`src/common/cpu_defs.svh`:
```
`ifndef CPU_DEFS_SVH
`define CPU_DEFS_SVH

// Datapath width
`define XLEN 32

// Architectural registers
`define REG_COUNT 32

// Data memory size in bytes
`define DMEM_BYTES 256

`endif

```
`src/common/isaPkg.sv`:
```
`default_nettype none

package isaPkg;

    // Primary opcode field, instr[31:26]
    typedef enum logic [5:0] {
        opSpecial = 6'h00,
        opRegimm  = 6'h01,
        opJ       = 6'h02,
        opJal     = 6'h03,
        opBeq     = 6'h04,
        opBne     = 6'h05,
        opBlez    = 6'h06,
        opBgtz    = 6'h07,
        opAddi    = 6'h08,
        opSlti    = 6'h0A,
        opAndi    = 6'h0C,
        opOri     = 6'h0D,
        opXori    = 6'h0E,
        opMul     = 6'h1C,
        opLb      = 6'h20,
        opLh      = 6'h21,
        opLw      = 6'h23,
        opSb      = 6'h28,
        opSh      = 6'h29,
        opSw      = 6'h2B
    } opcodeE;

    // Function field under special, instr[5:0]
    // Mul takes the multiply slot so it cannot alias srl
    typedef enum logic [5:0] {
        fnSll = 6'h00, fnSrl = 6'h02, fnJr  = 6'h08, fnMul = 6'h18,
        fnAdd = 6'h20, fnSub = 6'h22, fnAnd = 6'h24, fnOr  = 6'h25,
        fnXor = 6'h26, fnNor = 6'h27, fnSlt = 6'h2A
    } functE;

    // Rt field under regimm
    typedef enum logic [4:0] {
        rmBltz = 5'h00,
        rmBgez = 5'h01
    } regimmE;

endpackage

`default_nettype wire

```
`src/common/ctrlPkg.sv`:
```
`default_nettype none

package ctrlPkg;

    // ALU operation; aluUseFunct hands decode to the ALU
    typedef enum logic [3:0] {
        aluAdd, aluSub, aluAnd, aluOr, aluXor,
        aluNor, aluSlt, aluSll, aluSrl, aluMul,
        aluUseFunct = 4'hF
    } aluOpE;

    typedef enum logic [1:0] {dstRt, dstRd, dstLink} regDstE;

    typedef enum logic [1:0] {wbAlu, wbMem, wbLink} wbSrcE;

    typedef enum logic [1:0] {sizeWord, sizeHalf, sizeByte} memSizeE;

    // Branch condition, resolved in the PC unit
    typedef enum logic [2:0] {
        brNone, brEq, brNe, brGez, brLtz, brGtz, brLez
    } branchE;

    typedef enum logic [1:0] {jmpNone, jmpAbs, jmpReg} jumpE;

    typedef enum logic {extSign, extZero} immExtE;

endpackage

`default_nettype wire

```
`src/decode/controller.sv`:
```
`default_nettype none

module controller (
    input  isaPkg::opcodeE   opcode,
    input  isaPkg::functE    funct,
    input  logic [4:0]       rtField,
    output logic             regWrite,
    output ctrlPkg::regDstE  regDst,
    output logic             aluSrc,
    output ctrlPkg::immExtE  immExt,
    output ctrlPkg::aluOpE   aluOp,
    output logic             memRead,
    output logic             memWrite,
    output ctrlPkg::memSizeE memSize,
    output ctrlPkg::wbSrcE   wbSrc,
    output ctrlPkg::branchE  branch,
    output ctrlPkg::jumpE    jump
);

    always_comb begin
        // Everything idle unless the opcode says otherwise
        regWrite = 1'b0;
        regDst   = ctrlPkg::dstRt;
        aluSrc   = 1'b0;
        immExt   = ctrlPkg::extSign;
        aluOp    = ctrlPkg::aluAdd;
        memRead  = 1'b0;
        memWrite = 1'b0;
        memSize  = ctrlPkg::sizeWord;
        wbSrc    = ctrlPkg::wbAlu;
        branch   = ctrlPkg::brNone;
        jump     = ctrlPkg::jmpNone;

        case (opcode)
            //////////////////////////////////////////////////////////////////////
            // Register and immediate arithmetic
            isaPkg::opSpecial: begin
                aluOp = ctrlPkg::aluUseFunct;
                if (funct == isaPkg::fnJr) begin
                    jump = ctrlPkg::jmpReg;
                end else if (funct inside {isaPkg::fnSll, isaPkg::fnSrl, isaPkg::fnMul,
                                           isaPkg::fnAdd, isaPkg::fnSub, isaPkg::fnAnd,
                                           isaPkg::fnOr, isaPkg::fnXor, isaPkg::fnNor,
                                           isaPkg::fnSlt}) begin
                    regWrite = 1'b1;
                    regDst   = ctrlPkg::dstRd;
                end
            end
            isaPkg::opMul: begin
                regWrite = 1'b1;
                regDst   = ctrlPkg::dstRd;
                aluOp    = ctrlPkg::aluMul;
            end
            isaPkg::opAddi, isaPkg::opSlti: begin
                regWrite = 1'b1;
                aluSrc   = 1'b1;
                aluOp    = (opcode == isaPkg::opSlti) ? ctrlPkg::aluSlt : ctrlPkg::aluAdd;
            end
            // Logical immediates zero-extend
            isaPkg::opAndi, isaPkg::opOri, isaPkg::opXori: begin
                regWrite = 1'b1;
                aluSrc   = 1'b1;
                immExt   = ctrlPkg::extZero;
                aluOp    = (opcode == isaPkg::opAndi) ? ctrlPkg::aluAnd :
                           (opcode == isaPkg::opOri)  ? ctrlPkg::aluOr  : ctrlPkg::aluXor;
            end

            //////////////////////////////////////////////////////////////////////
            // Loads and stores address memory at rs plus offset
            isaPkg::opLw, isaPkg::opLh, isaPkg::opLb: begin
                regWrite = 1'b1;
                aluSrc   = 1'b1;
                memRead  = 1'b1;
                wbSrc    = ctrlPkg::wbMem;
                memSize  = (opcode == isaPkg::opLw) ? ctrlPkg::sizeWord :
                           (opcode == isaPkg::opLh) ? ctrlPkg::sizeHalf : ctrlPkg::sizeByte;
            end
            isaPkg::opSw, isaPkg::opSh, isaPkg::opSb: begin
                aluSrc   = 1'b1;
                memWrite = 1'b1;
                memSize  = (opcode == isaPkg::opSw) ? ctrlPkg::sizeWord :
                           (opcode == isaPkg::opSh) ? ctrlPkg::sizeHalf : ctrlPkg::sizeByte;
            end

            //////////////////////////////////////////////////////////////////////
            // Branches and jumps
            isaPkg::opRegimm: begin
                case (rtField)
                    isaPkg::rmBltz: branch = ctrlPkg::brLtz;
                    isaPkg::rmBgez: branch = ctrlPkg::brGez;
                    default:        branch = ctrlPkg::brNone;
                endcase
            end
            isaPkg::opBeq:  branch = ctrlPkg::brEq;
            isaPkg::opBne:  branch = ctrlPkg::brNe;
            isaPkg::opBlez: branch = ctrlPkg::brLez;
            isaPkg::opBgtz: branch = ctrlPkg::brGtz;
            isaPkg::opJ:    jump   = ctrlPkg::jmpAbs;
            isaPkg::opJal: begin
                jump     = ctrlPkg::jmpAbs;
                regWrite = 1'b1;
                regDst   = ctrlPkg::dstLink;
                wbSrc    = ctrlPkg::wbLink;
            end
            default: ;
        endcase
    end

endmodule

`default_nettype wire

```
`config.mk`:
```
export PLATFORM = sky130hd
export DESIGN_NAME = controller
export DESIGN_NICKNAME = d
export VERILOG_FILES = /design/src/common/cpu_defs.svh /design/src/common/isaPkg.sv /design/src/common/ctrlPkg.sv /design/src/decode/controller.sv
export SDC_FILE = /design/constraint.sdc
export NUM_CORES = 1
export LEC_CHECK = 0
export ABC_AREA = 1
export BUFFER_PORTS_ARGS = -buffer_cell sky130_fd_sc_hd__buf_2
export CAP_MARGIN = 15
export CORE_AREA = 2 2 39 41
export DETAILED_ROUTE_END_ITERATION = 6
export DIE_AREA = 0 0 41 43
export PLACE_DENSITY = 0.75
export SYNTH_ARGS = -nofsm -noshare
export SYNTH_HDL_FRONTEND = slang
export SYNTH_SLANG_ARGS = --single-unit
```
`constraint.sdc`:
```
create_clock -name vclk -period 0.95
set_input_delay 0.1425 -clock vclk [all_inputs]
set_output_delay 0.1425 -clock vclk [all_outputs]
set_load 0.01 [all_outputs]
```
After elaboration in Yosys (flattened, before gate mapping)
Index checks and enable logic that the tools add are counted.
{"block": "totals", "wordCells": 65, "register_bits": 0, "output_inout_bits": 20}
{"block": "classes", "eq_ne": 30, "reduce_logical": 11, "muxes": 24}
{"cell": "$eq 6x6->1 const B", "count": 13}
{"cell": "$eq 6x4->1 const B", "count": 6}
{"cell": "$eq 6x3->1 const B", "count": 4}
{"cell": "$eq 6x2->1 const B", "count": 3}
{"cell": "$pmux 4 s4", "count": 1}
{"cell": "$pmux 3 s5", "count": 1}
{"cell": "$eq 6x5->1 const B", "count": 2}
{"cell": "$logic_not 6->1", "count": 2}
{"cell": "$pmux 2 s2", "count": 3}
{"cell": "$reduce_or 11->1", "count": 1}
{"cell": "$mux 2", "count": 5}
{"cell": "$reduce_bool 10->1", "count": 1}
{"cell": "$reduce_or 10->1", "count": 1}
{"cell": "$mux 3", "count": 3}
{"cell": "$reduce_or 3->1", "count": 3}
{"cell": "$mux 1", "count": 8}
{"cell": "$eq 6x1->1 const B", "count": 1}
{"cell": "$pmux 2 s3", "count": 1}
{"cell": "$pmux 3 s2", "count": 1}
{"cell": "$eq 5x1->1 const B", "count": 1}
{"cell": "$logic_not 5->1", "count": 1}
{"cell": "$reduce_or 2->1", "count": 2}
{"cell": "$pmux 1 s2", "count": 1}

Depth between registers and ports, before layout
Gate-level depths: netlist (run 1).
{"block": "logic_depth", "depth_word": 5, "ltp_mapped": 7, "ltp_nobuf": 7}

Least setup slack after synthesis (run 1)
OpenSTA, ideal clock, no wires.
{"block": "synth_path", "kind": "input port to output port", "start": "in opcode[1]", "end": "out aluOp[0]", "arrival_time_ps": 786, "path_buffers": 0, "setup_slack_ps": 21, "path_stages": 4, "cell_sequence": "nor2_2 > nand3_2 > nand2_1 > a31o_1"}
{"block": "synth_between", "elab_chain_len": 4, "elab_cells_between_ends": 12, "classes_between": "eq/ne: 6; mux: 3; reduce/logical: 3"}
{"item": "start: declaration", "line": "controller.sv:4", "text": "input isaPkg::opcodeE opcode,"}
{"item": "$eq 6x4->1", "line": "controller.sv:34, controller.sv:65"}
{"item": "$mux 3", "line": "controller.sv:65", "text": "(opcode == isaPkg::opOri) ? ctrlPkg::aluOr : ctrlPkg::aluXor;"}
{"item": "$mux 3", "line": "controller.sv:64", "text": "aluOp = (opcode == isaPkg::opAndi) ? ctrlPkg::aluAnd :"}
{"item": "$pmux 4 s4 (*)", "line": "controller.sv:34", "text": "case (opcode)"}
{"item": "end: declaration", "line": "controller.sv:11", "text": "output ctrlPkg::aluOpE aluOp,"}
Mark *: on every way between the ends. The rest lies on a longest branch, timed or not.

Worst setup path in the final report (run 1)
{"block": "layout_path", "start": "in opcode[5]", "end": "out aluSrc"}
{"block": "layout_between", "elab_chain_len": 3, "elab_cells_between_ends": 13, "classes_between": "eq/ne: 11; mux: 1; reduce/logical: 1"}
{"item": "$eq 6x4->1 / $eq 6x6->1 (equally long branches)", "line": "controller.sv:34"}
{"item": "$reduce_or 11->1 (no source line) (*)"}
{"item": "$mux 1 (*)", "line": "controller.sv:34"}
{"item": "end: declaration", "line": "controller.sv:9", "text": "output logic aluSrc,"}
Marks and branches as above.

==> flow_metrics.py, run 1 <==
metrics = {
    "flow_run": {
        "drv_cap": 0,
    },
    "synth": {
        "synth_cells": 88,
        "synth_compound_gate_area_share_pct": 3.35,
        "synth_cell_types": 15,
        "syn_avg_cell_area_um2": 4.66,
        "ys_seq_area_share_pct": 0,
        "synth-xor-area-share_pct": 0,
        "synthMuxAreaShare_pct": 0,
        "synth_fp_nets": 105,
        "synth_top_family_by_area": "simple AND/OR/NAND/NOR gates",
        "ys_warn_count": 0,
        "yosys.area_share.simple_pct": 80.5,
        "synth_fa_ha_area_share_pct": 0,
        "synthesis.area_um2": 410,
    },
    "detailed_routing": {
        "drt_iter0_drc": 28,
        "drc": 0,
        "drt_pass1_iterations": 4,
        "routed_via_density": 5.28,
        "vias": 860,
        "ant_nets": 0,
        "wl_per_cell_um": 13.4,
        "wirelength_um": 2180,
    },
    "timing": {
        "tns_ns": -3.59,
        "slew_headroom_pct": 80.6,
        "tightest_slew_ns": 0.289,
        "fin_crit_sh_pct": 135,
        "finalCriticalPeriod_ns": 1.29,
        "clock.fmax_ghz": 0.778,
        "setup_slack_ns": -0.336,
        "maxSlewViolCount": 0,
        "hold_violations": 0,
        "rsz0062_at_grt": "yes",
        "setup_violations": 19,
    },
    "power": {
        "cellPowerDensity_nw_per_um2": 350,
        "finalPower_uw": 356,
        "p_leak_uw": 0.000615,
        "ir_worst_vdd_mv": 0.191,
    },
    "final_layout": {
        "regArea_um2": 0,
        "area_growth_syn_to_layout_pct": 148,
        "fill_cells": 105,
        "nClkBuffers": 0,
        "fin_cells": 163,
        "final_nets": 166,
        "antennaDiodeCount": 0,
        "fin_util_pct": 73.6,
        "drive_above_1_share_pct": 62.6,
        "seq_cell_count": 0,
    },
    "setup_path": {
        "cp_max_fo": 5,
        "cp-end-kind": "primary output",
        "worstSetupPathType": "primary input to primary output",
        "cp.arrival_ns": 1.14,
        "cp-start-kind": "primary input",
        "required_ns": 0.81,
    },
    "floorplan": {
        "die_width_um": 41,
        "start_util_pct": 29.7,
        "io_pins": 37,
        "die_h_um": 43,
        "die_area_um2": 1760,
        "rows": 14,
        "core_um2": 1380,
    },
    "status": {
        "violations": "negative setup slack",
        "status": "finished, violations left",
    },
    "placed_design": {
        "routabilityCongestion": 0.828,
        "hpwl_um": 1180,
        "dp.cells": 155,
        "io_buffers": 37,
    },
    "global_routing": {
        "grt_max_degree": 9,
        "grtUsageTotal_pct": 19.3,
        "grt_overflow": 0,
        "grt_pass1_vias": 663,
        "antenna_found_initial": 0,
        "grt_pass1_wl_um": 2560,
    },
    "min_path": {
        "hold_depth": 3,
        "hold_path.class": "primary input to primary output",
    },
    "cts": {
        "holdBufCountCts": 0,
    },
}
## critical path, stage by stage
cell	delay, ns
buf_8	0.11
nor2_4	0.19
buf_4	0.15
nand4_1	0.14
nand2_1	0.14
nor2_2	0.06
nand3_1	0.07
buf_2	0.13
## worst paths after layout
check / from / end
max: opcode[5] / aluSrc
min: opcode[2] / memSize[0]
## cell usage in the layout, fill, tap and decap left out, types with 5 or more instances in the layout
cell / count
buf_2: 28
buf_4: 16
buf_6: 12
inv_1: 11
nand2_1: 18
nand3_1: 12
nand3_2: 6
nor2_1: 9
nor2_4: 5
## report_power, final
part           switching (uW)  internal (uW)  leakage, uW
combinational             189            167     0.000615
clock                       0              0            0
sequential                  0              0            0
## through the flow
step | instance area, um^2 | setup slack, ns | hold WS [ns]
after floorplan | 410 | 0.0213 | 0.335
after global placement | 721 | -0.228 | 0.606
after detailed placement | 721 | -0.253 | 0.607
after CTS | 826 | -0.180 | 0.624
after global routing | 1020 | -0.370 | 0.604
final | 1020 | -0.336 | 0.589
## timing repair
item / in CTS / in global routing
buffers inserted: 2 / 6
setup endpoints to repair: 20 / 20
cloned: 0 / 0
pin swaps: 8 / 10
resized for setup: 26 / 37
## layout make-up
cell class                      count  area, um^2  share of cell area, %
Multi-Input combinational cell     71         482                   47.3
Timing Repair Buffer               59         445                   43.7
Inverter                           17        71.3                   7.00
Tap cell                           16        20.0                   1.97
## metal layers
layer	GRT usage [%]	wire length, um
met1	26.0	738
met2	34.7	1180
met3	0	163
met4	0	97
met5	0	0
## cells in the mapped netlist
| master | n | area, um^2 |
|---|---|---|
| nand2_1 | 22 | 82.6 |
| nand3_1 | 19 | 95.1 |
| inv_1 | 15 | 56.3 |
| nor2_1 | 14 | 52.6 |
| nand4_1 | 3 | 18.8 |
| nor3_1 | 3 | 15.0 |
| nor2_2 | 2 | 12.5 |
| nor3_2 | 2 | 20.0 |
| nor4_1 | 2 | 12.5 |
| a31o_1 | 1 | 8.76 |
| inv_2 | 1 | 3.75 |
| inv_4 | 1 | 6.26 |
| nand3_2 | 1 | 10.0 |
| nor2_4 | 1 | 11.3 |
| o21ai_0 | 1 | 5.00 |
## kinds of logic after synthesis
| group | after synthesis |
|---|---|
| AND/OR/NAND/NOR | 69 |
| buffers and inverters | 17 |
| AO/OA/AOI/OAI | 2 |
Power figures use the tool's default switching activity.
==> run 2: changes to the inputs <==
- ABC_CLOCK_PERIOD_IN_PS: unset -> 950
- CELL_PAD_IN_SITES_DETAIL_PLACEMENT: unset -> 1
- CELL_PAD_IN_SITES_GLOBAL_PLACEMENT: unset -> 1
- CORE_AREA: 2 2 39 41 -> unset
- CORE_MARGIN: unset -> 2
- CORE_UTILIZATION: unset -> 22
- DIE_AREA: 0 0 41 43 -> unset
- PLACE_DENSITY: 0.75 -> 0.9
==> run 2 against run 1 <==
  * The flow still finishes with violations (negative setup slack)
  * Non-clock buffer count rose by 4
  * Combinational power is 14% higher
  * Total power increased by 14%
  * Critical path type unchanged
==> flow_metrics.py, run 2 (same netlist as run 1, synthesis figures left out) <==
metrics = {
    "status": {
        "status": "finished, violations left",
        "violations": "negative setup slack",
    },
    "setup_path": {
        "critPathBufInv": 3,
        "cp.depth": 7,
        "crit_chain": "buf_8 > nor2_4 > inv_4 > nor3_4 > nand3_2 > nand2_1 > buf_2",
        "cp_max_fo": 4,
        "cp-end-kind": "primary output",
        "worstSetupStartpoint": "opcode[5]",
        "cp-start-kind": "primary input",
        "required_ns": 0.81,
        "slowest_stage": "nor3_4",
        "worstSetupPathType": "primary input to primary output",
        "cp_top_family": "simple AND/OR/NAND/NOR gates",
        "cp.arrival_ns": 1.21,
        "slowest_delay_ns": 0.27,
    },
    "timing": {
        "tightest_slew_ns": 0.469,
        "rsz0062_at_grt": "yes",
        "setup_slack_ns": -0.404,
        "hold_slack_ns": 0.549,
        "clock.fmax_ghz": 0.738,
        "hold_violations": 0,
        "fin_crit_sh_pct": 143,
        "maxSlewViolCount": 0,
        "slew_headroom_pct": 68.4,
        "setup_violations": 20,
        "finalCriticalPeriod_ns": 1.35,
    },
    "final_layout": {
        "antennaDiodeCount": 0,
        "drive_above_1_share_pct": 67.5,
        "fill_cells": 235,
        "fin_cells": 176,
        "final_cell_mix": "26 x buf_2, 17 x buf_4, 15 x nand2_1",
        "regArea_um2": 0,
        "nClkBuffers": 0,
        "area_growth_syn_to_layout_pct": 174,
        "seq_cell_count": 0,
        "final_common_cell": "buf_2",
        "stdcell_area_um2": 1130,
        "final_nets": 170,
    },
    "detailed_routing": {
        "drc": 0,
        "drt_pass1_iterations": 4,
        "routed_via_density": 5.19,
        "vias": 913,
        "ant_nets": 0,
        "wl_per_cell_um": 19.0,
        "wirelength_um": 3350,
        "drt_iter0_drc": 31,
    },
    "power": {
        "p_int_uw": 190,
        "ir_worst_vdd_mv": 0.197,
        "sw_frac_of_total_pct": 53.4,
        "p_sw_uw": 217,
        "pwr-share-seq_pct": 0,
        "share_comb_of_total_power_pct": 100.0,
        "p_leak_uw": 0.000643,
        "power.share.clock_pct": 0,
        "cellPowerDensity_nw_per_um2": 362,
    },
    "flow_run": {
        "drv_cap": 0,
    },
    "placed_design": {
        "post-place-ws_ns": -0.367,
        "routabilityCongestion": 0.768,
        "hpwl_um": 1710,
        "io_buffers": 37,
        "dp.cells": 164,
        "placed_area_um2": 732,
    },
    "floorplan": {
        "rows": 15,
        "die_width_um": 47.2,
        "die_area_um2": 2230,
        "core_um2": 1750,
        "io_pins": 37,
        "die_h_um": 47.2,
        "start_util_pct": 23.5,
    },
    "min_path": {
        "min_to": "memSize[0]",
        "hold_path.class": "primary input to primary output",
        "hp-start": "opcode[4]",
        "hold_depth": 3,
    },
    "cts": {
        "holdBufCountCts": 0,
    },
    "global_routing": {
        "grt_pass1_wl_um": 3580,
        "grt_max_degree": 8,
        "grt_overflow": 0,
        "grt_pass1_vias": 779,
        "grtUsageTotal_pct": 22.1,
        "antenna_found_initial": 0,
    },
}
[run 2: through the flow]
step                      total power [uW]  utilization [%]  TNS [ns]
final                                  407             64.5     -4.68
after global routing                   428             64.5     -5.48
after CTS                              309             52.0     -3.49
after detailed placement               238             41.9     -4.28
after global placement                 223             41.9     -3.30
after floorplan                       99.0                -         0
[run 2: power by group through the flow]
stage               Sequential [uW]  Clock (uW)  Combinational, uW
finish                            0           0                407
global route                      0           0                428
CTS                               0           0                309
detailed placement                0           0                238
global placement                  0           0                223
floorplan                         0           0               99.0
[run 2: routing by layer]
metal,vias to the layer above,part of all wire [%],track usage (%)
li1,416,-,-
met5,-,0,0
met4,0,4.7,7.78
met2,38,54,42.5
met3,12,2.9,1.15
met1,447,39,25.5
[run 2: how the worst max path moves through the flow]
stage                      endpoint  slack (ns)
after global routing      branch[1]       -0.46
after floorplan            aluOp[0]        0.02
after CTS                 branch[1]       -0.26
final                     branch[1]       -0.40
after global placement     regWrite       -0.24
after detailed placement  branch[1]       -0.37
[run 2: final cells by class]
class	count	area [um^2]	share of cell area (%)
timing repair buffer	63	520	46.2
multi-input combinational	71	503	44.7
inverter	17	71.3	6.33
tap	25	31.3	2.78
[run 2: repair_timing]
action                     CTS  global route
gates resized for setup     29            42
cloned                       0             0
setup endpoints to repair   20            20
pin swaps                    8            19
buffers inserted             7             6
hold endpoints to repair     0             0
==> run 3: changes to the inputs <==
- ABC_AREA: 1 -> unset
- ABC_CLOCK_PERIOD_IN_PS: 950 -> 1400
- CORE_UTILIZATION: 22 -> 25
- PLACE_DENSITY: 0.9 -> 0.92
- REMOVE_ABC_BUFFERS: unset -> 1
- clock period: 0.95 -> 1.4 ns (I/O delays scaled with it)
==> run 3 against run 2 <==
  * The flow still finishes with violations (negative setup slack)
  * Combinational power down 36%
  * Setup slack better by 0.022 ns
  * Hold slack better by 0.19 ns
  * Cell count down 24%
  * Highest routed layer unchanged
==> flow_metrics.py, run 3 <==
metrics = {
    "power": {
        "share_comb_of_total_power_pct": 100.0,
        "p_leak_uw": 0.000452,
        "pwr-share-seq_pct": 0,
        "cellPowerDensity_nw_per_um2": 262,
        "sw_frac_of_total_pct": 55.3,
        "p_sw_uw": 144,
        "power.share.clock_pct": 0,
        "p_int_uw": 117,
        "ir_worst_vdd_mv": 0.141,
        "finalPower_uw": 261,
    },
    "global_routing": {
        "grt_pass1_wl_um": 3800,
        "grtUsageTotal_pct": 24.9,
        "grt_overflow": 0,
        "grt_max_degree": 11,
        "antenna_found_initial": 0,
        "grt_pass1_vias": 839,
    },
    "final_layout": {
        "seq_cell_count": 0,
        "fill_cells": 182,
        "regArea_um2": 0,
        "antennaDiodeCount": 0,
        "drive_above_1_share_pct": 76.3,
        "multi_input_area_um2": 563,
        "final_nets": 137,
        "fin_util_pct": 64.7,
        "final_common_cell": "buf_2",
        "final_cell_mix": "31 x buf_2, 17 x buf_4, 10 x buf_6",
        "area_growth_syn_to_layout_pct": 137,
        "nClkBuffers": 0,
    },
    "detailed_routing": {
        "drt_pass1_iterations": 4,
        "vias": 832,
        "ant_nets": 0,
        "routed_via_density": 6.21,
        "wirelength_um": 2810,
        "wl_per_cell_um": 21.0,
        "drc": 0,
        "drt_iter0_drc": 20,
    },
    "min_path": {
        "hold_path.class": "primary input to primary output",
        "hold_depth": 3,
    },
    "placed_design": {
        "io_buffers": 37,
        "routabilityCongestion": 0.820,
        "post-place-ws_ns": -0.365,
        "hpwl_um": 1710,
    },
    "setup_path": {
        "slowest_delay_ns": 0.39,
        "required_ns": 1.19,
        "cp-end-kind": "primary output",
        "slowest_stage": "or3_4",
        "worstSetupPathType": "primary input to primary output",
        "crit_chain": "buf_6 > or3_4 > a2111oi_4 > o31a_1 > o21bai_1 > buf_2",
        "cp-start-kind": "primary input",
        "cp_max_fo": 2,
        "cp.arrival_ns": 1.57,
    },
    "timing": {
        "clock.fmax_ghz": 0.561,
        "maxSlewViolCount": 0,
        "setup_slack_ns": -0.383,
        "tightest_slew_ns": 0.395,
        "hold_slack_ns": 0.741,
        "setup_violations": 12,
        "fin_crit_sh_pct": 127,
        "finalCriticalPeriod_ns": 1.78,
        "rsz0062_at_grt": "yes",
        "tns_ns": -1.78,
        "slew_headroom_pct": 73.7,
        "hold_violations": 0,
    },
    "floorplan": {
        "die_width_um": 45.0,
        "rows": 14,
        "io_pins": 37,
        "die_h_um": 45.0,
        "start_util_pct": 27.3,
        "die_area_um2": 2030,
        "core_um2": 1540,
    },
    "flow_run": {
        "drv_cap": 0,
    },
    "status": {
        "violations": "negative setup slack",
        "status": "finished, violations left",
    },
    "synth": {
        "synth_common_cells": "7 x nor2_1, 7 x nor4_1, 6 x clkbuf_1",
        "synth_cell_types": 34,
        "synth_cells": 67,
        "ys_seq_area_share_pct": 0,
        "ys_top_cells_by_area": "nor4_1 10%, a2111oi_4 6.5%, nor2_1 6.3%",
        "synth_top_cell_area_share_pct": 10.4,
        "synthesis.area_um2": 420,
        "syn_avg_cell_area_um2": 6.27,
        "ys_warn_count": 0,
        "synth_top_area_cell": "nor4_1",
    },
}
[run 3: critical path: cells and delay by family]
family / cells / cell delay (ns)
AO/OA/AOI/OAI: 3 / 0.70
AND/OR/NAND/NOR: 1 / 0.39
buffers and inverters: 2 / 0.26
[run 3: area by class of cell]
type,instances,area share [%]
inverters,3,1.13
multi-input cells,56,56.5
repair buffers,59,40.4
well taps,16,2.01
[run 3: power by group through the flow]
stage / logic [uW] / clock network, uW / registers (uW)
6_report: 261 / 0 / 0
3_3_place_gp: 169 / 0 / 0
4_1_cts: 212 / 0 / 0
3_5_place_dp: 180 / 0 / 0
2_1_floorplan: 59.3 / 0 / 0
5_1_grt: 276 / 0 / 0
[run 3: kinds of logic (layout without fill, tap and decap cells)]
group	count (synthesis)	count (layout)	share of synthesized area [%]
AOI/OAI and AO/OA	17	17	32.7
buffers and inverters	11	62	11.9
and+or+nand+nor	39	39	55.4
[run 3: routing by layer]
| layer | global-route usage, % | wire, um | vias to the layer above |
|---|---|---|---|
| li1 | - | - | 370 |
| met1 | 27.7 | 1040 | 410 |
| met4 | 7.65 | 137 | 0 |
| met5 | 0 | 0 | - |
| met3 | 2.00 | 108 | 12 |
| met2 | 48.9 | 1520 | 40 |
[run 3: stage by stage]
step | cell area (um^2) | cells
after floorplan | 382 | 59
after global placement | 729 | 131
after detailed placement | 729 | 131
after CTS | 855 | 134
after global routing | 997 | 134
final | 997 | 134
[run 3: final timing paths]
check                  start        end  slack (ns)
setup / recovery   opcode[4]   regWrite       -0.38
hold / removal    rtField[0]  branch[2]        0.74
[run 3: repair_timing]
| item | CTS | global route |
|---|---|---|
| hold buffers | 0 | 0 |
| pin swaps | 11 | 8 |
| endpoints found under the setup margin | 16 | 20 |
| gates cloned | 0 | 0 |
| buffers inserted | 4 | 0 |
| resized for setup | 24 | 26 |
